## src/ctrlPkg.sv

```systemverilog
package ctrlPkg;

	typedef enum logic [1:0] {
		npcSeq     = 2'b00,
		npcJump    = 2'b01, // j and jal
		npcBranch  = 2'b10,
		npcJumpReg = 2'b11
	} npcOp;

	typedef enum logic [2:0] {
		aluAdd  = 3'b000,
		aluSub  = 3'b001,
		aluOr   = 3'b010,
		aluAnd  = 3'b011,
		aluLui  = 3'b100,
		aluSlt  = 3'b101,
		aluSltu = 3'b110
	} aluCtrl;

	// Nine operations, hence four bits
	typedef enum logic [3:0] {
		mduNone, mduMult, mduMultu, mduDiv, mduDivu,
		mduMfhi, mduMflo, mduMthi, mduMtlo
	} mduOp;

	typedef enum logic [1:0] {
		storeWord = 2'b00,
		storeHalf = 2'b01,
		storeByte = 2'b10,
		storeNone = 2'b11
	} storeWidth;

	typedef enum logic [2:0] {
		loadWord        = 3'b000,
		loadByteSigned  = 3'b010,
		loadHalfSigned  = 3'b100,
		loadHalfAligned = 3'b101,
		loadNone        = 3'b111
	} loadKind;

	typedef enum logic [1:0] {regDstRt, regDstRd, regDstRa} regDstSel;
	typedef enum logic [1:0] {wbAlu, wbMem, wbLink} wbSel;

	//////////////////////////////////////////////////////////////////////
	// Control bundle carried to the later stages
	//////////////////////////////////////////////////////////////////////
	typedef struct packed {
		regDstSel  regDst;
		logic      regWrite;
		logic      extSigned; // Sign extension of imm16
		logic      aluSrcImm;
		aluCtrl    alu;
		logic      memWrite;
		wbSel      memToReg;
		npcOp      npc;
		logic      cmpNotEqual;
		storeWidth store;
		loadKind   load;
		logic      mduStart;
		logic      selMdu; // Write back from HI/LO
		mduOp      mdu;
	} ctrlBundle;

endpackage

```

## src/isaPkg.sv

```systemverilog
package isaPkg;

	//////////////////////////////////////////////////////////////////////
	// Primary opcodes
	//////////////////////////////////////////////////////////////////////
	localparam logic [5:0] opRType = 6'b000000;
	localparam logic [5:0] opJ     = 6'b000010;
	localparam logic [5:0] opJal   = 6'b000011;
	localparam logic [5:0] opBeq   = 6'b000100;
	localparam logic [5:0] opBne   = 6'b000101;
	localparam logic [5:0] opAddi  = 6'b001000;
	localparam logic [5:0] opAndi  = 6'b001100;
	localparam logic [5:0] opOri   = 6'b001101;
	localparam logic [5:0] opLui   = 6'b001111;
	localparam logic [5:0] opLb    = 6'b100000;
	localparam logic [5:0] opLh    = 6'b100001;
	localparam logic [5:0] opLw    = 6'b100011;
	localparam logic [5:0] opLhs   = 6'b100100; // Aligned-only signed halfword load
	localparam logic [5:0] opSb    = 6'b101000;
	localparam logic [5:0] opSh    = 6'b101001;
	localparam logic [5:0] opSw    = 6'b101011;

	// Function codes under opRType
	localparam logic [5:0] fnJr    = 6'b001000;
	localparam logic [5:0] fnMfhi  = 6'b010000;
	localparam logic [5:0] fnMthi  = 6'b010001;
	localparam logic [5:0] fnMflo  = 6'b010010;
	localparam logic [5:0] fnMtlo  = 6'b010011;
	localparam logic [5:0] fnMult  = 6'b011000;
	localparam logic [5:0] fnMultu = 6'b011001;
	localparam logic [5:0] fnDiv   = 6'b011010;
	localparam logic [5:0] fnDivu  = 6'b011011;
	localparam logic [5:0] fnAdd   = 6'b100000;
	localparam logic [5:0] fnSub   = 6'b100010;
	localparam logic [5:0] fnAnd   = 6'b100100;
	localparam logic [5:0] fnOr    = 6'b100101;
	localparam logic [5:0] fnSlt   = 6'b101010;
	localparam logic [5:0] fnSltu  = 6'b101011;

	//////////////////////////////////////////////////////////////////////
	// Instruction word and its three field layouts
	//////////////////////////////////////////////////////////////////////
	typedef struct packed {
		logic [5:0] op;
		logic [4:0] rs;
		logic [4:0] rt;
		logic [4:0] rd;
		logic [4:0] shamt;
		logic [5:0] func;
	} rTypeFields;

	typedef struct packed {
		logic [5:0]  op;
		logic [4:0]  rs;
		logic [4:0]  rt;
		logic [15:0] imm16;
	} iTypeFields;

	typedef struct packed {
		logic [5:0]  op;
		logic [25:0] index26;
	} jTypeFields;

	typedef union packed {
		rTypeFields rType;
		iTypeFields iType;
		jTypeFields jType;
	} instrWord;

endpackage
```

## src/nextPc.sv

```systemverilog
`timescale 1ns/1ps

module nextPc (
	input  isaPkg::instrWord   instr,
	input  logic [31:0]        pc,
	input  logic [31:0]        rsData,
	input  logic [31:0]        rtData,
	input  ctrlPkg::ctrlBundle ctrl,
	output logic [31:0]        nextPcOut
);

	logic [31:0] pcPlus4;
	logic [31:0] branchOffset;
	logic [31:0] jumpTarget;
	logic        taken;

	assign pcPlus4 = pc + 32'd4;

	// Word offset, sign extended and scaled
	assign branchOffset = {{14{instr.iType.imm16[15]}}, instr.iType.imm16, 2'b00};

	// Region of the delay slot keeps its top nibble
	assign jumpTarget = {pcPlus4[31:28], instr.jType.index26, 2'b00};

	assign taken = (rsData == rtData) ^ ctrl.cmpNotEqual; // beq or bne

	always_comb begin
		case (ctrl.npc)
			ctrlPkg::npcBranch: begin
				if (taken)
					nextPcOut = pcPlus4 + branchOffset;
				else
					nextPcOut = pcPlus4;
			end
			ctrlPkg::npcJump:    nextPcOut = jumpTarget;
			ctrlPkg::npcJumpReg: nextPcOut = rsData;
			default:             nextPcOut = pcPlus4;
		endcase
	end

endmodule

```

## config.mk

```make
export PLATFORM = sky130hd
export DESIGN_NAME = nextPc
export DESIGN_NICKNAME = d
export VERILOG_FILES = /design/src/ctrlPkg.sv /design/src/isaPkg.sv /design/src/nextPc.sv
export SDC_FILE = /design/constraint.sdc
export NUM_CORES = 1
export LEC_CHECK = 0
export BUFFER_PORTS_ARGS = -buffer_cell sky130_fd_sc_hd__buf_2
export CAP_MARGIN = 25
export CORE_MARGIN = 10
export CORE_UTILIZATION = 44
export DETAILED_ROUTE_END_ITERATION = 6
export PLACE_DENSITY = 0.82
export SLEW_MARGIN = 0
export SYNTH_ARGS = -nofsm -noshare
export SYNTH_HDL_FRONTEND = slang
export SYNTH_SLANG_ARGS = --single-unit
```

## constraint.sdc

```tcl
create_clock -name vclk -period 4
set_input_delay 0.4 -clock vclk [all_inputs]
set_output_delay 0.4 -clock vclk [all_outputs]
set_load 0.1 [all_outputs]
```

======== Yosys cells after proc, flatten, opt, wreduce, memory -nomap -nowiden ========
Index checks and enable logic that the tools add are counted.
storage, ports and cells
  register bits ........................... 0
  output and inout bits ................... 32
  word-level logic and storage cells ...... 9
operators by class
  add/sub/neg operators ................... 2
  equal/unequal tests ..................... 4
  muxes and demuxes ....................... 2
  bitwise operators ....................... 1
operators with widths
  kind                   count
  $pmux 32 s3            1
  $add 32x3->32 const B  1
  $add 32x32->32         1
  $eq 32x32->1           1
  $mux 32                1
  $eq 2x2->1 const B     2
  $eq 2x1->1 const B     1
  $xor 1x1->1            1

======== Logic depth before layout (Yosys ltp) ========
  depth in word-level cells ............... 4
  gate-level depth with buffers ........... 16
  depth with buffers taken out ............ 15

======== Worst setup path before layout ========
OpenSTA, ideal clock, no wires.
  path type ............................... input-to-output
  start point ............................. input port pc[2]
  end point ............................... output port nextPcOut[30]
  arrival ................................. 5183 ps
  required time ........................... 3600 ps
  path slack .............................. -1583 ps
  stages .................................. 13
  buffers on the path ..................... 0
  cells stage by stage .................... ha_1 nand4_1 nor3_1 nand2_1 xnor2_1 ha_1 a21o_1 a21oi_1 o21ai_0 a2111oi_2 nor3_1 o21a_1 o31ai_1
on the way
  cells in the longest elaborated chain, start to end .. 4
ends and longest elaborated chain
  what             RTL line      source
  from (decl)      nextPc.sv:5   input logic [31:0] pc,
  $add 32x3->32 *  nextPc.sv:17  assign pcPlus4 = pc + 32'd4;
  $add 32x32->32   nextPc.sv:31  nextPcOut = pcPlus4 + branchOffset;
  $mux 32          nextPc.sv:30  if (taken)
  $pmux 32 s3 *    nextPc.sv:28  case (ctrl.npc)
  to (decl)        nextPc.sv:9   output logic [31:0] nextPcOut
Mark *: on every way between the ends. The rest lies on a longest branch, timed or not.

======== Worst setup path in the final report ========
  start point ............................. input port pc[3]
  end point ............................... output port nextPcOut[27]
The elaborated chain is that of the path after synthesis.

==> run summary <==
For this design the top-level I/O count stands at 185. After synthesis, the netlist uses 60 different library cells. At the worst endpoint, the arrival time is 3.92 ns. The run gives 0 um2 as the register area.

The net count of the finished layout is 955. At the worst endpoint, the required time is 3.60 ns. The maximum fanout along the worst path was 3; the transition at the pin with the smallest max-transition slack was 0.7066 ns.

The DRC violation count after routing is 3, and the via density per instance is 6.469. The post-route worst setup slack was -0.3205 ns; the time the final worst path needs with I/O delays and setup was 4.320 ns. The number of clock buffers in the layout is 0. The Yosys step of the flow raised 0 warnings.

Max-cap violations in this run came to 0. By area the synthesized netlist is led by sky130_fd_sc_hd__xor2_1, sky130_fd_sc_hd__ha_1, sky130_fd_sc_hd__mux4_2, sky130_fd_sc_hd__xnor2_1, sky130_fd_sc_hd__a21oi_1. The tools report the number of standard cells in the final layout excluding fillers as 868.

STA classifies the critical path startpoint as an input port. The run gives 83.79% as the post-route core utilization. Overall power consumption after layout is estimated at 1.320 mW. The final reports fail on design-rule violations, negative setup slack. Final count of hold timing violations: 0.

In this run the worst setup path begins at pc[3]. For this design the ratio of total power to cell area is 203.9 nW/um2. Sequential elements use 0% of the synthesized area. Compared with the post-synthesis result, the final layout area differs by 86.15%.

The floorplan has 32 rows. The first global-routing pass estimated 26260 um of wire. The area of the die came out at 11860 um2.

The setup path with the least slack is of type in -> out. Entering global routing, the biggest net connects 27 pins. The final number of setup-violating endpoints is 15, and the number of instances in the placed design is 833.

The worst hold path belongs to the class in -> out. The worst hold path terminates at nextPcOut[12]. The logs give 484 for the synthesized netlist cell count and 672 for the net count after synthesis. For the number of fill cells, the log shows 421. The worst setup path is captured at an output pin.

Input and output buffers added on the ports amount to 157. The core area was 7727 um2. The cell taking the most area after synthesis was sky130_fd_sc_hd__xor2_1. The tools report the summed instance area of the synthesized netlist as 3478 um2. The initial antenna violation count is 1, and the depth of the worst hold-timing path is 4.

The proportion of netlist area held by the largest area contributor was 13.09%; the via count of the first global-routing pass was 5334. The run finished, with violations left. Ranked by instance count, the synthesized netlist is headed by sky130_fd_sc_hd__xor2_1, sky130_fd_sc_hd__nand2_1, sky130_fd_sc_hd__a21oi_1, sky130_fd_sc_hd__ha_1, sky130_fd_sc_hd__nor2_1. Once the floorplan was initialized, standard cells occupied 45.01% of the core.

Most frequently used cell type in the post-synthesis netlist: sky130_fd_sc_hd__xor2_1. In this run the cell area measured after placement is 5520 um2. The startpoint identified for the worst hold timing path is rsData[12]. Summed over all layers, the routed wires come to 20280 um. Detailed placement ended at an HPWL of 14200 um. The reported leakage power is 3.068 nW. Summed over all layers, the global routing overflow is 0. The vertical die dimension came out at 108.9 um. The run gives 27.09% as the total track usage. With fillers left out, the area of the finished cells amounts to 6475 um2. After detailed routing, the average wire length per cell comes to 23.36 um. At the end of routability-driven placement, the weighted congestion stood at 0.9632.

Final hold analysis gives a worst-case slack of 1.242 ns. The first detailed-routing pass took 7 iterations. In the finished design the tool counted flip-flops and latches totalling 0. The floorplan step set the die width to 108.9 um.

Setup repair after global routing could not meet its margin everywhere. The final critical path takes up 108.0% of the cycle. In the final layout, the multi-input gates occupy 4088 um2. Of the cells placed in the final design, the portion with a size suffix greater than 1 is 54.77%. Each instance of the synthesized netlist takes up on average 7.187 um2. The detail route stage leaves a number of antenna-violating nets equal to 0. The run gives 0 as the max-slew violation count. The worst vdd rail ir drop is 0.1377 mV, and the violation count after the first detailed-routing iteration is 517. The detailed router placed 5615 vias in this run.

The headroom to the max-slew limit is 52.89%, and the highest achievable clock rate is 231.5 MHz.
cells in the final DEF (no fill, tap or decap), drive strengths merged, types with 3 or more instances in the layout:
master / netlist / final
buf: 5 / 297
nand3: 27 / 27
nand2b: 11 / 11
o2111ai: 3 / 3
a21oi: 38 / 38
inv: 11 / 11
o31ai: 3 / 3
nand2: 49 / 49
mux4: 14 / 14
nor2: 33 / 33
o21ai: 25 / 25
ha: 34 / 34
a21boi: 4 / 4
mux2i: 3 / 3
o21a: 4 / 4
and4: 7 / 7
nor4: 10 / 10
and2: 3 / 3
a22o: 3 / 3
a211oi: 4 / 4
xnor2: 31 / 31
a31oi: 3 / 3
and3: 5 / 5
o22ai: 16 / 16
nand4: 7 / 7
or2: 4 / 4
xor2: 52 / 52
o21bai: 10 / 10
nor3: 9 / 9
a21o: 18 / 18
metrics by stage:
step	TNS, ns	setup WS (ns)
detailed placement	-2.570	-0.3707
CTS	-0.1971	-0.1363
global route	-3.376	-0.4288
global placement	-1.792	-0.2577
floorplan	-0.1198	-0.1198
finish	-1.823	-0.3205
final cells by class:
cell class,count,share of cell area [%]
well taps,102,1.971
diodes,1,0.03865
repair buffers,297,34.11
inverters,13,0.7536
multi-input cells,455,63.13
critical path, stage by stage:
cell	delay, ns
sky130_fd_sc_hd__buf_8	0.08
sky130_fd_sc_hd__ha_4	0.14
sky130_fd_sc_hd__nand4_1	0.22
sky130_fd_sc_hd__nor3_2	0.25
sky130_fd_sc_hd__buf_4	0.17
sky130_fd_sc_hd__buf_6	0.11
sky130_fd_sc_hd__nand2_4	0.05
sky130_fd_sc_hd__xnor2_2	0.14
sky130_fd_sc_hd__ha_1	0.32
sky130_fd_sc_hd__a21o_1	0.20
sky130_fd_sc_hd__a21o_1	0.21
sky130_fd_sc_hd__a221o_1	0.37
sky130_fd_sc_hd__a22o_1	0.23
sky130_fd_sc_hd__or2_4	0.24
sky130_fd_sc_hd__a21boi_2	0.15
sky130_fd_sc_hd__xnor2_1	0.07
sky130_fd_sc_hd__o311a_2	0.36
sky130_fd_sc_hd__buf_12	0.17
power breakdown:
part           switching, mW     total, mW  internal (mW)
clock                      0  0.0000000335   0.0000000334
combinational          0.792          1.32          0.529
sequential                 0             0              0
total                  0.792          1.32          0.529
metal layers:
metal  wire length [um]  track usage, %
met3               2243           5.487
met4               1316           8.192
met2               9639           49.23
met5                  0               0
met1               7075           31.03
logic make-up after synthesis:
| family | after synthesis | synth area share [%] |
|---|---|---|
| AND/OR/NAND/NOR | 170 | 24.39 |
| AO/OA/AOI/OAI | 149 | 28.31 |
| XOR/XNOR | 83 | 20.90 |
| adder cells (fa/ha/maj) | 35 | 12.81 |
| buffers and inverters | 29 | 3.345 |
| multiplexers | 18 | 10.25 |
how the worst max path moves through the flow:
stage	to	slack [ns]	cells after the start
after floorplan	nextPcOut[30]	-0.12	13
after global placement	nextPcOut[27]	-0.26	18
after detailed placement	nextPcOut[27]	-0.37	17
after CTS	nextPcOut[27]	-0.14	17
after global routing	nextPcOut[27]	-0.43	18
final	nextPcOut[27]	-0.32	18
repair_timing:
action	4_1_cts	5_1_grt
buffers inserted	14	20
resized for setup	42	95
pin swaps	22	70
hold buffers	0	0
endpoints found under the hold margin	0	0
endpoints found under the setup margin	15	18
Power figures use the tool's default switching activity.
