===== config.mk =====
export PLATFORM = sky130hd
export DESIGN_NAME = ctrlDecoder
export DESIGN_NICKNAME = d
export VERILOG_FILES = /design/src/ctrlPkg.sv /design/src/isaPkg.sv /design/src/ctrlDecoder.sv
export SDC_FILE = /design/constraint.sdc
export NUM_CORES = 1
export LEC_CHECK = 0
export ABC_AREA = 1
export BUFFER_PORTS_ARGS = -buffer_cell sky130_fd_sc_hd__clkbuf_2
export CORE_MARGIN = 3
export CORE_UTILIZATION = 40
export DETAILED_ROUTE_END_ITERATION = 16
export GPL_TIMING_DRIVEN = 1
export PLACE_DENSITY = 0.92
export SETUP_SLACK_MARGIN = 0.5
export SLEW_MARGIN = 20
export SYNTH_ARGS = -nofsm -noshare
export SYNTH_HDL_FRONTEND = slang
export SYNTH_SLANG_ARGS = --single-unit

===== constraint.sdc =====
create_clock -name vclk -period 2.2
set_clock_uncertainty 0.2 [all_clocks]
set_input_delay 0.44 -clock vclk [all_inputs]
set_output_delay 0.44 -clock vclk [all_outputs]
set_load 0.005 [all_outputs]

===== src/ctrlPkg.sv =====
package ctrlPkg;

	typedef enum logic [1:0] {
		npcSeq     = 2'b00,
		npcJump    = 2'b01, // j and jal
		npcBranch  = 2'b10,
		npcJumpReg = 2'b11
	} npcOp;

	typedef enum logic [2:0] {
		aluAdd  = 3'b000,
		aluSub  = 3'b001,
		aluOr   = 3'b010,
		aluAnd  = 3'b011,
		aluLui  = 3'b100,
		aluSlt  = 3'b101,
		aluSltu = 3'b110
	} aluCtrl;

	// Nine operations, hence four bits
	typedef enum logic [3:0] {
		mduNone, mduMult, mduMultu, mduDiv, mduDivu,
		mduMfhi, mduMflo, mduMthi, mduMtlo
	} mduOp;

	typedef enum logic [1:0] {
		storeWord = 2'b00,
		storeHalf = 2'b01,
		storeByte = 2'b10,
		storeNone = 2'b11
	} storeWidth;

	typedef enum logic [2:0] {
		loadWord        = 3'b000,
		loadByteSigned  = 3'b010,
		loadHalfSigned  = 3'b100,
		loadHalfAligned = 3'b101,
		loadNone        = 3'b111
	} loadKind;

	typedef enum logic [1:0] {regDstRt, regDstRd, regDstRa} regDstSel;
	typedef enum logic [1:0] {wbAlu, wbMem, wbLink} wbSel;

	//////////////////////////////////////////////////////////////////////
	// Control bundle carried to the later stages
	//////////////////////////////////////////////////////////////////////
	typedef struct packed {
		regDstSel  regDst;
		logic      regWrite;
		logic      extSigned; // Sign extension of imm16
		logic      aluSrcImm;
		aluCtrl    alu;
		logic      memWrite;
		wbSel      memToReg;
		npcOp      npc;
		logic      cmpNotEqual;
		storeWidth store;
		loadKind   load;
		logic      mduStart;
		logic      selMdu; // Write back from HI/LO
		mduOp      mdu;
	} ctrlBundle;

endpackage


===== src/isaPkg.sv =====
package isaPkg;

	//////////////////////////////////////////////////////////////////////
	// Primary opcodes
	//////////////////////////////////////////////////////////////////////
	localparam logic [5:0] opRType = 6'b000000;
	localparam logic [5:0] opJ     = 6'b000010;
	localparam logic [5:0] opJal   = 6'b000011;
	localparam logic [5:0] opBeq   = 6'b000100;
	localparam logic [5:0] opBne   = 6'b000101;
	localparam logic [5:0] opAddi  = 6'b001000;
	localparam logic [5:0] opAndi  = 6'b001100;
	localparam logic [5:0] opOri   = 6'b001101;
	localparam logic [5:0] opLui   = 6'b001111;
	localparam logic [5:0] opLb    = 6'b100000;
	localparam logic [5:0] opLh    = 6'b100001;
	localparam logic [5:0] opLw    = 6'b100011;
	localparam logic [5:0] opLhs   = 6'b100100; // Aligned-only signed halfword load
	localparam logic [5:0] opSb    = 6'b101000;
	localparam logic [5:0] opSh    = 6'b101001;
	localparam logic [5:0] opSw    = 6'b101011;

	// Function codes under opRType
	localparam logic [5:0] fnJr    = 6'b001000;
	localparam logic [5:0] fnMfhi  = 6'b010000;
	localparam logic [5:0] fnMthi  = 6'b010001;
	localparam logic [5:0] fnMflo  = 6'b010010;
	localparam logic [5:0] fnMtlo  = 6'b010011;
	localparam logic [5:0] fnMult  = 6'b011000;
	localparam logic [5:0] fnMultu = 6'b011001;
	localparam logic [5:0] fnDiv   = 6'b011010;
	localparam logic [5:0] fnDivu  = 6'b011011;
	localparam logic [5:0] fnAdd   = 6'b100000;
	localparam logic [5:0] fnSub   = 6'b100010;
	localparam logic [5:0] fnAnd   = 6'b100100;
	localparam logic [5:0] fnOr    = 6'b100101;
	localparam logic [5:0] fnSlt   = 6'b101010;
	localparam logic [5:0] fnSltu  = 6'b101011;

	//////////////////////////////////////////////////////////////////////
	// Instruction word and its three field layouts
	//////////////////////////////////////////////////////////////////////
	typedef struct packed {
		logic [5:0] op;
		logic [4:0] rs;
		logic [4:0] rt;
		logic [4:0] rd;
		logic [4:0] shamt;
		logic [5:0] func;
	} rTypeFields;

	typedef struct packed {
		logic [5:0]  op;
		logic [4:0]  rs;
		logic [4:0]  rt;
		logic [15:0] imm16;
	} iTypeFields;

	typedef struct packed {
		logic [5:0]  op;
		logic [25:0] index26;
	} jTypeFields;

	typedef union packed {
		rTypeFields rType;
		iTypeFields iType;
		jTypeFields jType;
	} instrWord;

endpackage

===== src/ctrlDecoder.sv =====
`timescale 1ns/1ps

module ctrlDecoder (
	input  isaPkg::instrWord  instr,
	input  logic [1:0]        addrLow,
	output ctrlPkg::ctrlBundle ctrl
);

	wire [5:0] op = instr.rType.op;
	wire [5:0] fn = instr.rType.func;

	//////////////////////////////////////////////////////////////////////
	// One flag per instruction
	//////////////////////////////////////////////////////////////////////
	wire isR     = (op == isaPkg::opRType);
	wire isAdd   = isR && (fn == isaPkg::fnAdd);
	wire isSub   = isR && (fn == isaPkg::fnSub);
	wire isAnd   = isR && (fn == isaPkg::fnAnd);
	wire isOr    = isR && (fn == isaPkg::fnOr);
	wire isSlt   = isR && (fn == isaPkg::fnSlt);
	wire isSltu  = isR && (fn == isaPkg::fnSltu);
	wire isJr    = isR && (fn == isaPkg::fnJr);
	wire isMult  = isR && (fn == isaPkg::fnMult);
	wire isMultu = isR && (fn == isaPkg::fnMultu);
	wire isDiv   = isR && (fn == isaPkg::fnDiv);
	wire isDivu  = isR && (fn == isaPkg::fnDivu);
	wire isMfhi  = isR && (fn == isaPkg::fnMfhi);
	wire isMflo  = isR && (fn == isaPkg::fnMflo);
	wire isMthi  = isR && (fn == isaPkg::fnMthi);
	wire isMtlo  = isR && (fn == isaPkg::fnMtlo);

	wire isAddi = (op == isaPkg::opAddi);
	wire isAndi = (op == isaPkg::opAndi);
	wire isOri  = (op == isaPkg::opOri);
	wire isLui  = (op == isaPkg::opLui);
	wire isLw   = (op == isaPkg::opLw);
	wire isLb   = (op == isaPkg::opLb);
	wire isLh   = (op == isaPkg::opLh);
	wire isLhs  = (op == isaPkg::opLhs);
	wire isSw   = (op == isaPkg::opSw);
	wire isSb   = (op == isaPkg::opSb);
	wire isSh   = (op == isaPkg::opSh);
	wire isBeq  = (op == isaPkg::opBeq);
	wire isBne  = (op == isaPkg::opBne);
	wire isJ    = (op == isaPkg::opJ);
	wire isJal  = (op == isaPkg::opJal);

	wire rdForm  = isAdd | isSub | isAnd | isOr | isSlt | isSltu | isMfhi | isMflo;
	wire isLoad  = isLw | isLb | isLh | isLhs;
	wire isStore = isSw | isSb | isSh;
	wire lhsOk   = isLhs && !addrLow[0]; // Offset 0 or 2 only

	always_comb begin
		ctrl.regDst = isJal ? ctrlPkg::regDstRa : rdForm ? ctrlPkg::regDstRd : ctrlPkg::regDstRt;
		ctrl.regWrite = rdForm | isAddi | isAndi | isOri | isLui | isJal
			| isLw | isLb | isLh | lhsOk;
		ctrl.extSigned = isLoad | isStore | isAddi;
		ctrl.aluSrcImm = isLoad | isStore | isAddi | isAndi | isOri | isLui;

		if (isSub) ctrl.alu = ctrlPkg::aluSub;
		else if (isOr | isOri) ctrl.alu = ctrlPkg::aluOr;
		else if (isAnd | isAndi) ctrl.alu = ctrlPkg::aluAnd;
		else if (isLui) ctrl.alu = ctrlPkg::aluLui;
		else if (isSlt) ctrl.alu = ctrlPkg::aluSlt;
		else if (isSltu) ctrl.alu = ctrlPkg::aluSltu;
		else ctrl.alu = ctrlPkg::aluAdd;

		ctrl.memWrite = isStore;
		ctrl.memToReg = isJal ? ctrlPkg::wbLink : isLoad ? ctrlPkg::wbMem : ctrlPkg::wbAlu;

		if (isBeq | isBne) ctrl.npc = ctrlPkg::npcBranch;
		else if (isJ | isJal) ctrl.npc = ctrlPkg::npcJump;
		else if (isJr) ctrl.npc = ctrlPkg::npcJumpReg;
		else ctrl.npc = ctrlPkg::npcSeq;
		ctrl.cmpNotEqual = isBne;

		ctrl.store = isSw ? ctrlPkg::storeWord : isSh ? ctrlPkg::storeHalf
			: isSb ? ctrlPkg::storeByte : ctrlPkg::storeNone;

		if (isLw) ctrl.load = ctrlPkg::loadWord;
		else if (isLb) ctrl.load = ctrlPkg::loadByteSigned;
		else if (isLh) ctrl.load = ctrlPkg::loadHalfSigned;
		else if (isLhs) ctrl.load = ctrlPkg::loadHalfAligned;
		else ctrl.load = ctrlPkg::loadNone;

		ctrl.mduStart = isMult | isMultu | isDiv | isDivu;
		ctrl.selMdu = isMfhi | isMflo;

		if (isMult) ctrl.mdu = ctrlPkg::mduMult;
		else if (isMultu) ctrl.mdu = ctrlPkg::mduMultu;
		else if (isDiv) ctrl.mdu = ctrlPkg::mduDiv;
		else if (isDivu) ctrl.mdu = ctrlPkg::mduDivu;
		else if (isMfhi) ctrl.mdu = ctrlPkg::mduMfhi;
		else if (isMflo) ctrl.mdu = ctrlPkg::mduMflo;
		else if (isMthi) ctrl.mdu = ctrlPkg::mduMthi;
		else if (isMtlo) ctrl.mdu = ctrlPkg::mduMtlo;
		else ctrl.mdu = ctrlPkg::mduNone;
	end

	// A store never writes the register file
	storeNoRegWrite: assert final (!(ctrl.memWrite && ctrl.regWrite));

endmodule


# Yosys cells after proc, flatten, opt, wreduce, memory -nomap -nowiden

Cells that the tools add are included.

Multiplexer cells: 28
Equal/unequal tests: 30
Bitwise operators: 34
Reduce and logical (&&, ||, !) cells: 18

Operators with widths:

| cell               | number |
|---|---|
| $eq 6x6->1 const B | 13 |
| $eq 6x5->1 const B | 8 |
| $or 1x1->1         | 34 |
| $mux 4             | 8 |
| $eq 6x4->1 const B | 5 |
| $mux 3             | 8 |
| $mux 2             | 9 |
| $logic_and 1x1->1  | 16 |
| $eq 6x2->1 const B | 2 |
| $eq 6x3->1 const B | 2 |
| $logic_not 6->1    | 1 |
| $mux 1             | 3 |
| $logic_not 1->1    | 1 |

Register bits: 0
Input port bits: 34

# Logic depth before layout (Yosys ltp)

Depth after elaboration: 18
Depth in mapped cells: 8

# Worst setup path before layout

No wires, ideal clock.

Path type: input to output
Start: input port instr[31] in the netlist's numbering
End: output port ctrl[22] in the netlist's numbering
Buffers on the path: 0
Cell stages on the path: 7
Data required time: 1.560 ns
Arrival: 1.135 ns
Path slack: 0.425 ns
Cell sequence: nor2_2 -> nand2_2 -> nor2_8 -> nand2_1 -> nand2_1 -> nor2_1 -> nand3_1

RTL lines:

| element     | RTL line         | text |
|---|---|---|
| from (decl) | ctrlDecoder.sv:4 | `input isaPkg::instrWord instr,` |
| to (decl)   | ctrlDecoder.sv:6 | `output ctrlPkg::ctrlBundle ctrl` |

==> results.py <==
metrics = {
    "outcome": {
        "outcome": "completed",
    },
    "pwr": {
        "p_int_mw": 0.0706,
        "pwr-share-comb_pct": 100.0,
        "p_leak_nw": 0.700,
        "ir_drop_mv": 0.109,
        "seqPwrFrac_pct": 0,
        "p_per_area_nw_per_um2": 140,
        "total_power_mw": 0.169,
        "switchingPower_mw": 0.0989,
        "p_clk_share_pct": 0,
        "p_sw_share_pct": 58.4,
    },
    "synth": {
        "synth_top_area_share_pct": 20.4,
        "ys_warn_count": 0,
        "synthMuxAreaShare_pct": 0,
        "ys_seq_area_share_pct": 0,
        "synth_area_per_cell_um2": 4.78,
        "synth_area_leaders": "nand2_1 (20%), nand3_1 (15%), nor2_1 (13%), inv_1 (12%), nor2_2 (5.3%)",
        "synth_fa_ha_area_share_pct": 0,
        "yosysUniqueCellTypes": 21,
        "synth_top_area_cell": "nand2_1",
        "synthSimpleGateAreaFrac_pct": 71.5,
        "syn_inst": 123,
        "synth_top_family_by_area": "simple AND/OR/NAND/NOR gates",
        "synth-compound-area-share_pct": 8.09,
        "synth_common_cells": "nand2_1 (32), nor2_1 (21), inv_1 (19), nand3_1 (18)",
        "synth_xor_area_share_pct": 0,
        "post-synth-top-count-cell": "nand2_1",
        "synth_area_um2": 588,
        "syn-num-nets": 157,
    },
    "floorplanning": {
        "coreArea_um2": 1330,
        "rows": 13,
        "die_h_um": 44.3,
        "ios": 59,
        "start_util_pct": 44.1,
        "die_w_um": 44.3,
        "dieArea_um2": 1970,
    },
    "worst_setup_path": {
        "worstPathArrival_ns": 1.53,
        "startpoint_type": "primary input",
        "required_ns": 1.56,
        "crit_start": "instr[27]",
        "critPathKind": "primary input to primary output",
        "end_kind": "primary output",
        "path_max_fanout": 8,
    },
    "placement": {
        "gp_congestion": 0.900,
        "dp_hpwl_um": 1550,
        "place_ws_ns": 0.120,
        "io_buffers": 38,
        "placed_area_um2": 791,
    },
    "timing": {
        "fin_crit_sh_pct": 98.4,
        "finalCriticalPeriod_ns": 2.17,
        "final.setup.tns_ns": 0,
        "hold_ws_ns": 1.01,
        "timing.slew.headroom_pct": 80.9,
        "fin_ws_ns": 0.0347,
        "tightest_slew_ns": 0.284,
        "setup_viol": 0,
        "drv_slew": 0,
        "rsz0062_at_grt": "yes",
        "timing.fmax_mhz": 462,
        "timing_hold_violations_final": 0,
    },
    "cells_and_area": {
        "nFillCells": 59,
        "nFlopsAndLatches": 0,
        "clock_buffers": 0,
        "drive_gt1_share_pct": 65.3,
        "area_growth_pct": 106,
        "layout.area.seq_um2": 0,
        "nets": 212,
        "antenna_cells": 0,
        "fin_area_um2": 1210,
        "multi_input_area_um2": 663,
    },
    "grt": {
        "track_usage_pct": 21.6,
        "grt_antenna_before_repair": 0,
        "grt_pass1_wl_um": 3420,
        "grt_max_degree": 9,
        "grt-ovfl-total": 0,
        "grt_pass1_vias": 905,
    },
    "worst_hold_path": {
        "holdCritStartpoint": "instr[27]",
        "hold_end": "ctrl[13]",
        "min_delay_path_depth": 3,
        "worstHoldPathType": "primary input to primary output",
    },
    "routing": {
        "drc_errors": 0,
        "drt-initial-drc-count": 112,
        "vias": 1204,
        "totalWireLength_um": 3690,
        "drt-pass1-iter-count": 5,
        "avgViaCountPerCell": 6.30,
        "ant_nets": 0,
        "wire_per_inst_um": 19.3,
    },
    "job": {
        "max-cap-violations": 0,
    },
}
logic make-up (layout without fill, tap and decap cells):
family / Yosys count / in the layout
AO/OA/AOI/OAI: 7 / 7
buffers and inverters: 28 / 81
AND/OR/NAND/NOR: 88 / 88
through the flow:
stage	std cells	utilization [%]
after floorplan	123	-
after global placement	172	59.3
after detailed placement	172	59.3
after CTS	177	67.3
after global routing	191	90.9
final	191	90.9
worst max path at each step:
stage / to / slack [ns]
3_3_place_gp: ctrl[12] / 0.17
3_5_place_dp: ctrl[22] / 0.12
4_1_cts: ctrl[12] / 0.18
5_1_grt: ctrl[13] / 0.02
2_1_floorplan: ctrl[22] / 0.48
6_report: ctrl[13] / 0.03
layout by cell type, fill, tap and decap left out, types with 2 or more instances in the layout:
master	instances
buf_2	5
buf_4	14
buf_6	7
buf_8	2
clkbuf_2	25
inv_1	11
inv_2	9
inv_4	4
nand2_1	20
nand2_2	10
nand2_4	4
nand3_1	11
nand3_2	6
nand3_4	2
nand4_1	2
nor2_1	9
nor2_2	7
nor2_4	11
nor3_2	2
o211ai_1	2
o31ai_1	2
timing repair:
item / 4_1_cts / 5_1_grt
setup buffers: 5 / 14
gates resized for setup: 16 / 72
hold buffers: 0 / 0
endpoints found under the setup margin: 24 / 25
pin swaps: 7 / 18
critical path: stages:
cell,delay [ns]
clkbuf_16,0.13
nor2_4,0.16
nand2_4,0.10
nor2_8,0.19
nand4_1,0.19
o31ai_1,0.14
buf_2,0.18
cell type report:
cell class,instances,share of cell area (%)
multi-input cells,95,54.7
repair buffers,57,35.5
well taps,15,1.55
inverters,24,8.26
routing by layer:
metal,vias to the layer above,global-route usage (%),routed length (µm)
met5,-,0,0
met4,0,4.22,211
met3,29,1.63,397
met2,136,48.5,1820
met1,546,20.0,1270
li1,493,-,-
power by group through the flow:
| stage | clock, mW | sequential, mW | combinational (mW) |
|---|---|---|---|
| after floorplan | 0 | 0 | 0.0491 |
| after global placement | 0 | 0 | 0.0839 |
| after detailed placement | 0 | 0 | 0.0876 |
| after CTS | 0 | 0 | 0.106 |
| after global routing | 0 | 0 | 0.176 |
| final | 0 | 0 | 0.169 |
Note: power is estimated with default switching activity, not from simulation.
