## config.mk

```make
export PLATFORM = sky130hd
export DESIGN_NAME = memLaneUnit
export DESIGN_NICKNAME = d
export VERILOG_FILES = /design/src/ctrlPkg.sv /design/src/memLaneUnit.sv
export SDC_FILE = /design/constraint.sdc
export NUM_CORES = 1
export LEC_CHECK = 0
export BUFFER_PORTS_ARGS = -buffer_cell sky130_fd_sc_hd__buf_4
export CAP_MARGIN = 30
export CORE_MARGIN = 3
export CORE_UTILIZATION = 40
export DETAILED_ROUTE_END_ITERATION = 10
export GPL_ROUTABILITY_DRIVEN = 0
export GPL_TIMING_DRIVEN = 0
export PLACE_DENSITY = 0.95
export SYNTH_ARGS = -nofsm -noshare
export SYNTH_HDL_FRONTEND = slang
export SYNTH_SLANG_ARGS = --single-unit
```

## constraint.sdc

```tcl
create_clock -name vclk -period 3.1
set_input_delay 0.465 -clock vclk [all_inputs]
set_output_delay 0.465 -clock vclk [all_outputs]
set_load 0.01 [all_outputs]
```

## src/ctrlPkg.sv

```systemverilog
package ctrlPkg;

	typedef enum logic [1:0] {
		npcSeq     = 2'b00,
		npcJump    = 2'b01, // j and jal
		npcBranch  = 2'b10,
		npcJumpReg = 2'b11
	} npcOp;

	typedef enum logic [2:0] {
		aluAdd  = 3'b000,
		aluSub  = 3'b001,
		aluOr   = 3'b010,
		aluAnd  = 3'b011,
		aluLui  = 3'b100,
		aluSlt  = 3'b101,
		aluSltu = 3'b110
	} aluCtrl;

	// Nine operations, hence four bits
	typedef enum logic [3:0] {
		mduNone, mduMult, mduMultu, mduDiv, mduDivu,
		mduMfhi, mduMflo, mduMthi, mduMtlo
	} mduOp;

	typedef enum logic [1:0] {
		storeWord = 2'b00,
		storeHalf = 2'b01,
		storeByte = 2'b10,
		storeNone = 2'b11
	} storeWidth;

	typedef enum logic [2:0] {
		loadWord        = 3'b000,
		loadByteSigned  = 3'b010,
		loadHalfSigned  = 3'b100,
		loadHalfAligned = 3'b101,
		loadNone        = 3'b111
	} loadKind;

	typedef enum logic [1:0] {regDstRt, regDstRd, regDstRa} regDstSel;
	typedef enum logic [1:0] {wbAlu, wbMem, wbLink} wbSel;

	//////////////////////////////////////////////////////////////////////
	// Control bundle carried to the later stages
	//////////////////////////////////////////////////////////////////////
	typedef struct packed {
		regDstSel  regDst;
		logic      regWrite;
		logic      extSigned; // Sign extension of imm16
		logic      aluSrcImm;
		aluCtrl    alu;
		logic      memWrite;
		wbSel      memToReg;
		npcOp      npc;
		logic      cmpNotEqual;
		storeWidth store;
		loadKind   load;
		logic      mduStart;
		logic      selMdu; // Write back from HI/LO
		mduOp      mdu;
	} ctrlBundle;

endpackage

```

## src/memLaneUnit.sv

```systemverilog
`timescale 1ns/1ps

module memLaneUnit (
	input  ctrlPkg::ctrlBundle ctrl,
	input  logic [1:0]         addrLow,
	input  logic [31:0]        memRdata,
	output logic [3:0]         byteEnable,
	output logic [31:0]        loadData
);

	logic [7:0]  byteSel;
	logic [15:0] halfSel;

	//////////////////////////////////////////////////////////////////////
	// Store lanes
	//////////////////////////////////////////////////////////////////////
	always_comb begin
		byteEnable = 4'b0000;
		if (ctrl.memWrite) begin
			case (ctrl.store)
				ctrlPkg::storeWord: byteEnable = 4'b1111;
				ctrlPkg::storeHalf: byteEnable = addrLow[1] ? 4'b1100 : 4'b0011;
				ctrlPkg::storeByte: byteEnable = 4'b0001 << addrLow;
				default:            byteEnable = 4'b0000;
			endcase
		end
	end

	//////////////////////////////////////////////////////////////////////
	// Load extraction
	//////////////////////////////////////////////////////////////////////
	assign byteSel = memRdata[{addrLow, 3'b000} +: 8];
	assign halfSel = memRdata[{addrLow[1], 4'b0000} +: 16]; // Low bit ignored

	always_comb begin
		case (ctrl.load)
			ctrlPkg::loadWord:        loadData = memRdata;
			ctrlPkg::loadByteSigned:  loadData = {{24{byteSel[7]}}, byteSel};
			ctrlPkg::loadHalfSigned,
			ctrlPkg::loadHalfAligned: loadData = {{16{halfSel[15]}}, halfSel};
			default:                  loadData = '0;
		endcase
	end

endmodule

```

# --- Word level (Yosys, flattened, before mapping) ---
# Cells that the tools add are included.
classes:
  n_mux: 4
  n_eq_ne: 5
  shifts: 3
  reduce_logical: 3
ops:
  columns: ["operator", "count"]
  rows:
  - ["one-hot mux 32 bit (3 select lines)", 1]
  - ["variable part select 32 x 6 -> 16 bit", 1]
  - ["variable part select 32 x 6 -> 8 bit", 1]
  - ["one-hot mux 4 bit (3 select lines)", 1]
  - ["two-way mux 4 bit", 2]
  - ["equality test 3 bit (second input constant)", 2]
  - ["<< shifter 1 x 2 -> 4 bit (first input constant)", 1]
  - ["equality test 3 x 2 -> 1 bit (second input constant)", 1]
  - ["zero test 3 bit", 1]
  - ["equality test 2 x 1 -> 1 bit (second input constant)", 1]
  - ["equality test 2 bit (second input constant)", 1]
  - ["zero test 2 bit", 1]
  - ["OR reduction 2 bit", 1]
word_totals:
  output_inout_bits: 36
  register_bits: 0
  wordCells: 15
  input_bits: 59

# --- Logic depth before layout (Yosys ltp) ---
# Gate-level depths: netlist (run 1).
depth:
  ltp_word: 3
  mapped_depth: 5
  depth_no_buf: 3

# --- Worst setup path after synthesis (run 1) ---
# OpenSTA, ideal clock, no wires.
synth_path:
  kind: "input-to-output"
  start: "input port addrLow[0]"
  end: "output port loadData[25]"
  arrival_time_ns: 1.396
  path_buffers: 2
  path_stages: 5
  path_slack_ns: 1.239
  cell_sequence: "buf_4 -> mux2i_1 -> o22a_1 -> buf_2 -> o211ai_1"
synth_via:
  elab_chain_cells: 2
synth_lines:
  columns: ["item", "line", "text"]
  rows:
  - ["start: declaration", "memLaneUnit.sv:5", "input logic [1:0] addrLow,"]
  - ["variable part select 32 x 6 -> 8 bit", "memLaneUnit.sv:32", "assign byteSel = memRdata[{addrLow, 3'b000} +: 8];"]
  - ["one-hot mux 32 bit (3 select lines)", "memLaneUnit.sv:36", "case (ctrl.load)"]
  - ["end: declaration", "memLaneUnit.sv:8", "output logic [31:0] loadData"]
# No other way between the ends.

# --- Worst setup path in the final report (run 1) ---
layout_path:
  start: "input port ctrl[6] (netlist name)"
  end: "output port loadData[23]"
layout_via:
  elab_chain_cells: 3
  elab_cells_between_ends: 6
  cone_classes: "3 x eq/ne; 1 x mux; 2 x reduce/logical"
layout_lines:
  columns: ["item", "line", "text"]
  rows:
  - ["start: declaration", "memLaneUnit.sv:4", "input ctrlPkg::ctrlBundle ctrl,"]
  - ["equality test 3 bit", "memLaneUnit.sv:36", null]
  - ["OR reduction 2 bit", "memLaneUnit.sv:36", null]
  - ["one-hot mux 32 bit (3 select lines) (*)", "memLaneUnit.sv:36", null]
# Every way passes the cells marked *; elsewhere a longest branch is shown, timed or not.

==> impl_metrics.env, run 1 <==
export IMPL_status="completed"
export IMPL_drt_wl_total_mm=3.68
export IMPL_start_util=0.444
export IMPL_cts_resized=0
export IMPL_drc=0
export IMPL_synth_adder_area_share=0
export IMPL_fmax_mhz=459
export IMPL_hpwl_mm=3.05
export IMPL_vias=1319
export IMPL_worstSetupEndpointType="output pin"
export IMPL_fillers=168
export IMPL_critPathRequiredTime_ns=2.63
export IMPL_grt_util_all_layers=0.251
export IMPL_maxCapViolations=0
export IMPL_die_area_um2=2870
export IMPL_cts_setup_buffers=0
export IMPL_die_y_um=53.6
export IMPL_drive_gt1_frac=0.523
export IMPL_seqCellArea_um2=0
export IMPL_relSlewSlack=0.732
export IMPL_numPortBuffers=74
export IMPL_antenna_left=0
export IMPL_setup_tns_ns=0
export IMPL_pre_cts_slack_ns=0.947
export IMPL_synth_distinct_cells=35
export IMPL_clkbuf_count=0
export IMPL_drt_iter0_markers=43
export IMPL_finalPower_mw=0.257
export IMPL_grt_ovfl_total=0
export IMPL_ys_warn_count=0
export IMPL_rows=16
export IMPL_nets=254
export IMPL_routedWlPerCell_um=16.7
export IMPL_cellPowerDensity_nw_per_um2=172
export IMPL_min_path_type="input pin to output pin"
export IMPL_synth_largest_area_cell="nand3b_1"
export IMPL_synth_simple_area_share=0.296
export IMPL_leakage_nw=0.689
export IMPL_multi_input_area_um2=791
export IMPL_n_antenna_cell=0
export IMPL_cts_hold_buf=0
export IMPL_finalCriticalPeriod_ns=2.18
export IMPL_netlist_area_leader_share=0.141
export IMPL_cp_start_kind="input pin"
export IMPL_vdd_ir_drop_max_uv=107
export IMPL_slew_violations=0
export IMPL_synth_xor_area_frac=0
export IMPL_arrival_ns=1.71
export IMPL_area_growth_pct=65.1
export IMPL_grt_pass1_vias=1198
export IMPL_timing_hold_ws_ns=1.24
export IMPL_synth_mux_area_frac=0.155
export IMPL_synth_area_top_cells="nand3b_1 (14%), o211ai_1 (14%), mux2_2 (9.9%)"
export IMPL_viasPerCell=6.00
export IMPL_coreArea_um2=2040
export IMPL_synth_area_per_cell_um2=7.61
export IMPL_worstSetupPathType="input pin to output pin"
export IMPL_antenna_found_initial=0
export IMPL_place_inst=220
export IMPL_ios=95
export IMPL_syn_area_um2=906
export IMPL_final_setup_viol_count=0
export IMPL_rsz0062_at_grt="false"
export IMPL_yosysSeqAreaShare=0
export IMPL_setup_slack_ns=0.922
export IMPL_design_seq_count=0
export IMPL_fin_cells=220
export IMPL_grt_max_degree=11
export IMPL_synth_top_family_by_area="compound AO/OA/AOI/OAI gates"
export IMPL_syn_inst=119
export IMPL_crit_fanout=10
export IMPL_hold_violations=0
export IMPL_worstMarginPinSlew_ns=0.401
export IMPL_fin_crit_sh=0.703
export IMPL_grt_pass1_wl_mm=5.50
export IMPL_synth_compound_gate_area_share=0.423
export IMPL_syn_nets=178
export IMPL_dr_pass1_iters=4
export IMPL_die_width_um=53.6
layer usage:
metal	part of all wire	GRT usage
met2	0.52	0.494
met4	0.023	0.0638
met3	0.073	0.0277
met5	0	0
met1	0.38	0.279
metrics by stage:
stage | area [um2] | util
after global placement | 1500 | 0.732
final | 1500 | 0.732
after detailed placement | 1500 | 0.732
after global routing | 1500 | 0.732
after CTS | 1500 | 0.732
after floorplan | 906 | -
Yosys cell counts, types with 2 or more instances:
library cell / n
a21oi_1: 4
a221o_1: 6
a22oi_1: 6
and2b_1: 2
and2b_2: 3
buf_2: 4
buf_4: 3
buf_6: 2
clkbuf_1: 4
mux2_2: 8
mux2i_1: 5
nand2_1: 2
nand2b_1: 2
nand3b_1: 17
nor2_1: 3
nor2b_1: 3
o211ai_1: 17
o21a_1: 3
o21ai_0: 2
o22ai_1: 8
power breakdown:
| group | internal (mW) | switching [mW] |
|---|---|---|
| sequential | 0 | 0 |
| combinational | 0.137 | 0.121 |
| clock | 0 | 0 |
| total | 0.137 | 0.121 |
cell families (layout without fill, tap and decap cells):
group,Yosys count,after routing
AO/OA/AOI/OAI,51,51
buffers and inverters,17,91
AND/OR/NAND/NOR,38,38
multiplexers,13,13
final cells by class:
class,count,share of cell area
Buffer,15,0.0703
Inverter,2,0.00669
Multi-Input combinational cell,102,0.529
Tap cell,27,0.0226
Timing Repair Buffer,74,0.372
critical path: stages:
cell	delay, ns
buf_4	0.14
nor2_1	0.32
clkbuf_1	0.38
nand3b_1	0.12
o211ai_1	0.12
buf_4	0.16
path summary, 6_finish.rpt:
| check | slack (ns) | endpoint | from | cells past startpoint |
|---|---|---|---|---|
| worst max-delay path | 0.92 | loadData[23] | ctrl[6] | 6 |
| worst min-delay path | 1.24 | loadData[2] | memRdata[2] | 3 |
cell usage in the layout, fill, tap and decap left out, types with 2 or more instances in the layout:
| cell | instances |
|---|---|
| buf_4 | 77 |
| o211ai_1 | 17 |
| nand3b_1 | 17 |
| mux2_2 | 8 |
| o22ai_1 | 8 |
| a22oi_1 | 6 |
| a221o_1 | 6 |
| mux2i_1 | 5 |
| buf_2 | 4 |
| clkbuf_1 | 4 |
| a21oi_1 | 4 |
| nor2b_1 | 3 |
| nor2_1 | 3 |
| o21a_1 | 3 |
| and2b_2 | 3 |
| buf_6 | 2 |
| nand2_1 | 2 |
| o21ai_0 | 2 |
| nand2b_1 | 2 |
| and2b_1 | 2 |
(Power assumes the default switching activity.)
==> run 2, diff against run 1 <==
--- a/config.mk
+++ b/config.mk
@@ -8,11 +8,11 @@
 export BUFFER_PORTS_ARGS = -buffer_cell sky130_fd_sc_hd__buf_4
 export CAP_MARGIN = 30
 export CORE_MARGIN = 3
-export CORE_UTILIZATION = 40
+export CORE_UTILIZATION = 34
 export DETAILED_ROUTE_END_ITERATION = 10
 export GPL_ROUTABILITY_DRIVEN = 0
 export GPL_TIMING_DRIVEN = 0
-export PLACE_DENSITY = 0.95
+export PLACE_DENSITY = 0.89
 export SYNTH_ARGS = -nofsm -noshare
 export SYNTH_HDL_FRONTEND = slang
 export SYNTH_SLANG_ARGS = --single-unit
==> constraint.sdc (replaced) <==
create_clock -name vclk -period 1.9
set_input_delay 0.285 -clock vclk [all_inputs]
set_output_delay 0.285 -clock vclk [all_outputs]
set_load 0.01 [all_outputs]
==> run 2 against run 1 <==
- global-route usage decreased by 5.5 points
- combinational power increased by 61%
- total power increased by 61%
- count of clock-buffer cells in the layout unchanged
==> impl_metrics.env, run 2 (synthesis gave the netlist of run 1 again) <==
export IMPL_status="completed"
export IMPL_vias=1276
export IMPL_fmax_mhz=548
export IMPL_nets=254
export IMPL_design_seq_count=0
export IMPL_timing_hold_ws_ns=0.877
export IMPL_min_delay_start="memRdata[6]"
export IMPL_finalCriticalPeriod_ns=1.83
export IMPL_coreArea_um2=2500
export IMPL_cellPowerDensity_nw_per_um2=276
export IMPL_route_met3_wl_um=299
export IMPL_drt_wl_total_mm=3.40
export IMPL_grt_max_degree=11
export IMPL_cts_hold_buf=0
export IMPL_clkbuf_count=0
export IMPL_drt_iter0_markers=76
export IMPL_hold_violations=0
export IMPL_post_dp_cell_area_um2=1500
export IMPL_routed_top_layer="met4"
export IMPL_die_width_um=57.6
export IMPL_slew_violations=0
export IMPL_grt_pass1_vias=1233
export IMPL_critPathRequiredTime_ns=1.62
export IMPL_worstSetupEndpointType="output pin"
export IMPL_drc=0
export IMPL_routedWlPerCell_um=15.2
export IMPL_min_path_type="input pin to output pin"
export IMPL_n_antenna_cell=0
export IMPL_cts_resized=0
export IMPL_cp_start_kind="input pin"
export IMPL_grt_ovfl_total=0
export IMPL_crit_fanout=10
export IMPL_area_growth_pct=65.6
export IMPL_leakage_nw=0.692
export IMPL_final_core_util=0.600
export IMPL_relSlewSlack=0.717
export IMPL_setup_tns_ns=0
export IMPL_viasPerCell=5.72
export IMPL_cts_setup_buffers=0
export IMPL_dr_pass1_iters=4
export IMPL_final_cell_mix="buf_4 (77), o211ai_1 (17), nand3b_1 (17)"
export IMPL_hpwl_mm=2.71
export IMPL_die_area_um2=3320
export IMPL_seqCellArea_um2=0
export IMPL_wl_met2_mm=1.65
export IMPL_vdd_ir_drop_max_uv=180
export IMPL_fin_crit_sh=0.961
export IMPL_worstMarginPinSlew_ns=0.423
export IMPL_layout_commonest_cell="buf_4"
export IMPL_worstSetupPathType="input pin to output pin"
export IMPL_numPortBuffers=74
export IMPL_maxCapViolations=0
export IMPL_drive_gt1_frac=0.528
export IMPL_min_path_cells=3
export IMPL_design_area_um2=1500
export IMPL_arrival_ns=1.54
export IMPL_grt_util_all_layers=0.195
export IMPL_grt_pass1_wl_mm=5.45
export IMPL_final_setup_viol_count=0
export IMPL_die_y_um=57.6
export IMPL_rsz0062_at_grt="false"
export IMPL_start_util=0.362
export IMPL_cp_startpoint="ctrl[6]"
export IMPL_antenna_found_initial=0
export IMPL_ios=95
export IMPL_wl_met1_mm=1.43
export IMPL_rows=18
export IMPL_antenna_left=0
## run 2: cell types whose count changed in the layout (fill, tap and decap cells not counted)
cell,change
clkbuf_2,+1
clkbuf_1,-1
## run 2: layout make-up
class                           instances  area, um2
Timing Repair Buffer                   74        556
Buffer                                 15        106
Tap cell                               30       37.5
Fill cell                             253       1000
Multi-Input combinational cell        102        791
Inverter                                2       10.0
## run 2: power breakdown
group | internal, mW | switching, mW
Clock | 0 | 0
Sequential | 0 | 0
Combinational | 0.223 | 0.191
## run 2: path summary, 6_finish.rpt
| path | endpoint | slack [ns] |
|---|---|---|
| setup / recovery | loadData[23] | 0.07 |
| hold / removal | loadData[6] | 0.88 |
## run 2: metal layers
| layer | global-route usage | up-vias |
|---|---|---|
| li1 | - | 630 |
| met4 | 0.00993 | 0 |
| met2 | 0.345 | 61 |
| met1 | 0.268 | 583 |
| met3 | 0.0200 | 2 |
| met5 | 0 | - |
## run 2: worst max-delay path: stages
cell,delay (ns)
buf_4,0.14
or2_2,0.29
clkbuf_2,0.16
clkbuf_1,0.24
o211ai_1,0.27
buf_4,0.16
## run 2: stage by stage
stage | cells | setup slack [ns] | total power [mW]
3_5_place_dp | 223 | 0.0954 | 0.412
6_report | 223 | 0.0743 | 0.414
2_1_floorplan | 119 | 0.399 | 0.209
3_3_place_gp | 223 | 0.0996 | 0.408
4_1_cts | 223 | 0.0923 | 0.413
5_1_grt | 223 | 0.000539 | 0.447
==> run 3, diff against run 2 <==
--- a/config.mk
+++ b/config.mk
@@ -13,6 +13,7 @@
 export GPL_ROUTABILITY_DRIVEN = 0
 export GPL_TIMING_DRIVEN = 0
 export PLACE_DENSITY = 0.89
+export REMOVE_ABC_BUFFERS = 1
 export SYNTH_ARGS = -nofsm -noshare
 export SYNTH_HDL_FRONTEND = slang
 export SYNTH_SLANG_ARGS = --single-unit
==> run 3 against run 2 <==
- via count fell by 4.2%
- maximum frequency fell by 1.1%
- sequential share of layout area unchanged
- cell count down 5.8%
- worst hold slack lost 0.0021 ns
- cell area decreased by 4.9%
- core utilization fell by 3.0 points
- critical path type unchanged
- critical endpoint is now loadData[6]
- largest power group unchanged
==> impl_metrics.env, run 3 (synthesis gave the netlist of run 1 again) <==
export IMPL_final_setup_viol_count=0
export IMPL_routedWlPerCell_um=15.5
export IMPL_antenna_found_initial=0
export IMPL_status="completed"
export IMPL_design_seq_count=0
export IMPL_area_growth_pct=57.5
export IMPL_nets=241
export IMPL_drc=0
export IMPL_start_util=0.362
export IMPL_grt_pass1_wl_mm=5.29
export IMPL_cellPowerDensity_nw_per_um2=276
export IMPL_worstSetupEndpointType="output pin"
export IMPL_min_path_cells=3
export IMPL_place_inst=210
export IMPL_dr_pass1_iters=4
export IMPL_hold_violations=0
export IMPL_min_path_type="input pin to output pin"
export IMPL_die_width_um=57.6
export IMPL_cp_start_kind="input pin"
export IMPL_min_delay_start="memRdata[5]"
export IMPL_cts_hold_buf=0
export IMPL_grt_ovfl_total=0
export IMPL_relSlewSlack=0.636
export IMPL_design_area_um2=1430
export IMPL_viasPerCell=5.82
export IMPL_arrival_ns=1.56
export IMPL_fin_crit_sh=0.971
export IMPL_critPathRequiredTime_ns=1.62
export IMPL_leakage_nw=0.649
export IMPL_layout_commonest_cell="buf_4"
export IMPL_grt_util_all_layers=0.187
export IMPL_grt_max_degree=32
export IMPL_vdd_ir_drop_max_uv=181
export IMPL_die_y_um=57.6
export IMPL_rows=18
export IMPL_fin_cells=210
export IMPL_fillers=262
export IMPL_grt_pass1_vias=1116
export IMPL_whs_endpoint="loadData[5]"
export IMPL_coreArea_um2=2500
export IMPL_maxCapViolations=0
export IMPL_cts_setup_buffers=0
export IMPL_fmax_mhz=542
export IMPL_cts_resized=2
export IMPL_worstMarginPinSlew_ns=0.545
export IMPL_slew_violations=0
export IMPL_die_area_um2=3320
export IMPL_worstSetupPathType="input pin to output pin"
export IMPL_ios=95
export IMPL_hpwl_mm=2.35
export IMPL_post_dp_cell_area_um2=1410
export IMPL_drt_iter0_markers=44
export IMPL_vias=1223
export IMPL_finalCriticalPeriod_ns=1.85
export IMPL_seqCellArea_um2=0
export IMPL_drive_gt1_frac=0.522
export IMPL_antenna_left=0
export IMPL_n_antenna_cell=0
export IMPL_drt_wl_total_mm=3.25
export IMPL_final_cell_mix="buf_4 (75), o211ai_1 (17), nand3b_1 (17)"
export IMPL_clkbuf_count=0
export IMPL_numPortBuffers=76
export IMPL_crit_fanout=16
-- run 3: stage by stage --
stage	TNS, ns	setup slack, ns	total power, mW	utilization	hold slack, ns
floorplan	0	0.108	0.174	-	0.650
global placement	-11.38	-0.576	0.385	0.564	0.877
detailed placement	-3.19	-0.157	0.391	0.565	0.876
CTS	0	0.0511	0.393	0.567	0.876
global route	-0.00408	-0.00356	0.428	0.571	0.887
finish	0	0.0544	0.393	0.571	0.875
-- run 3: area by class of cell --
type | instances | area (um2) | area share
repair buffers | 76 | 574 | 0.403
multi-input cells | 102 | 805 | 0.564
well taps | 30 | 37.5 | 0.0263
inverters | 2 | 10.0 | 0.00702
-- run 3: routing by layer --
layer	GRT usage	vias up	wire length, um
li1	-	603	-
met1	0.253	575	1390
met2	0.334	45	1620
met3	0.0200	0	237
met4	0.00662	0	0
met5	0	-	0
-- run 3: worst max-delay path by stage --
stage / slack, ns / from / to / depth (start not counted)
6_report: 0.05 / ctrl[8] / loadData[6] / 5
5_1_grt: -0.004 / ctrl[8] / loadData[3] / 5
4_1_cts: 0.05 / ctrl[7] / loadData[6] / 5
3_5_place_dp: -0.16 / addrLow[1] / loadData[13] / 5
3_3_place_gp: -0.58 / ctrl[8] / loadData[13] / 5
2_1_floorplan: 0.11 / ctrl[6] / loadData[10] / 3
-- run 3: critical path, stage by stage --
cell and delay (ns):
buf_4 0.18, nor2b_1 0.20, a211o_1 0.41, a221o_1 0.33
buf_4 0.15
-- run 3: power by group --
| part | switching (mW) | total, mW | leakage (nW) | internal (mW) |
|---|---|---|---|---|
| clock network | 0 | 0 | 0 | 0 |
| logic | 0.185 | 0.393 | 0.649 | 0.209 |
| registers | 0 | 0 | 0 | 0 |
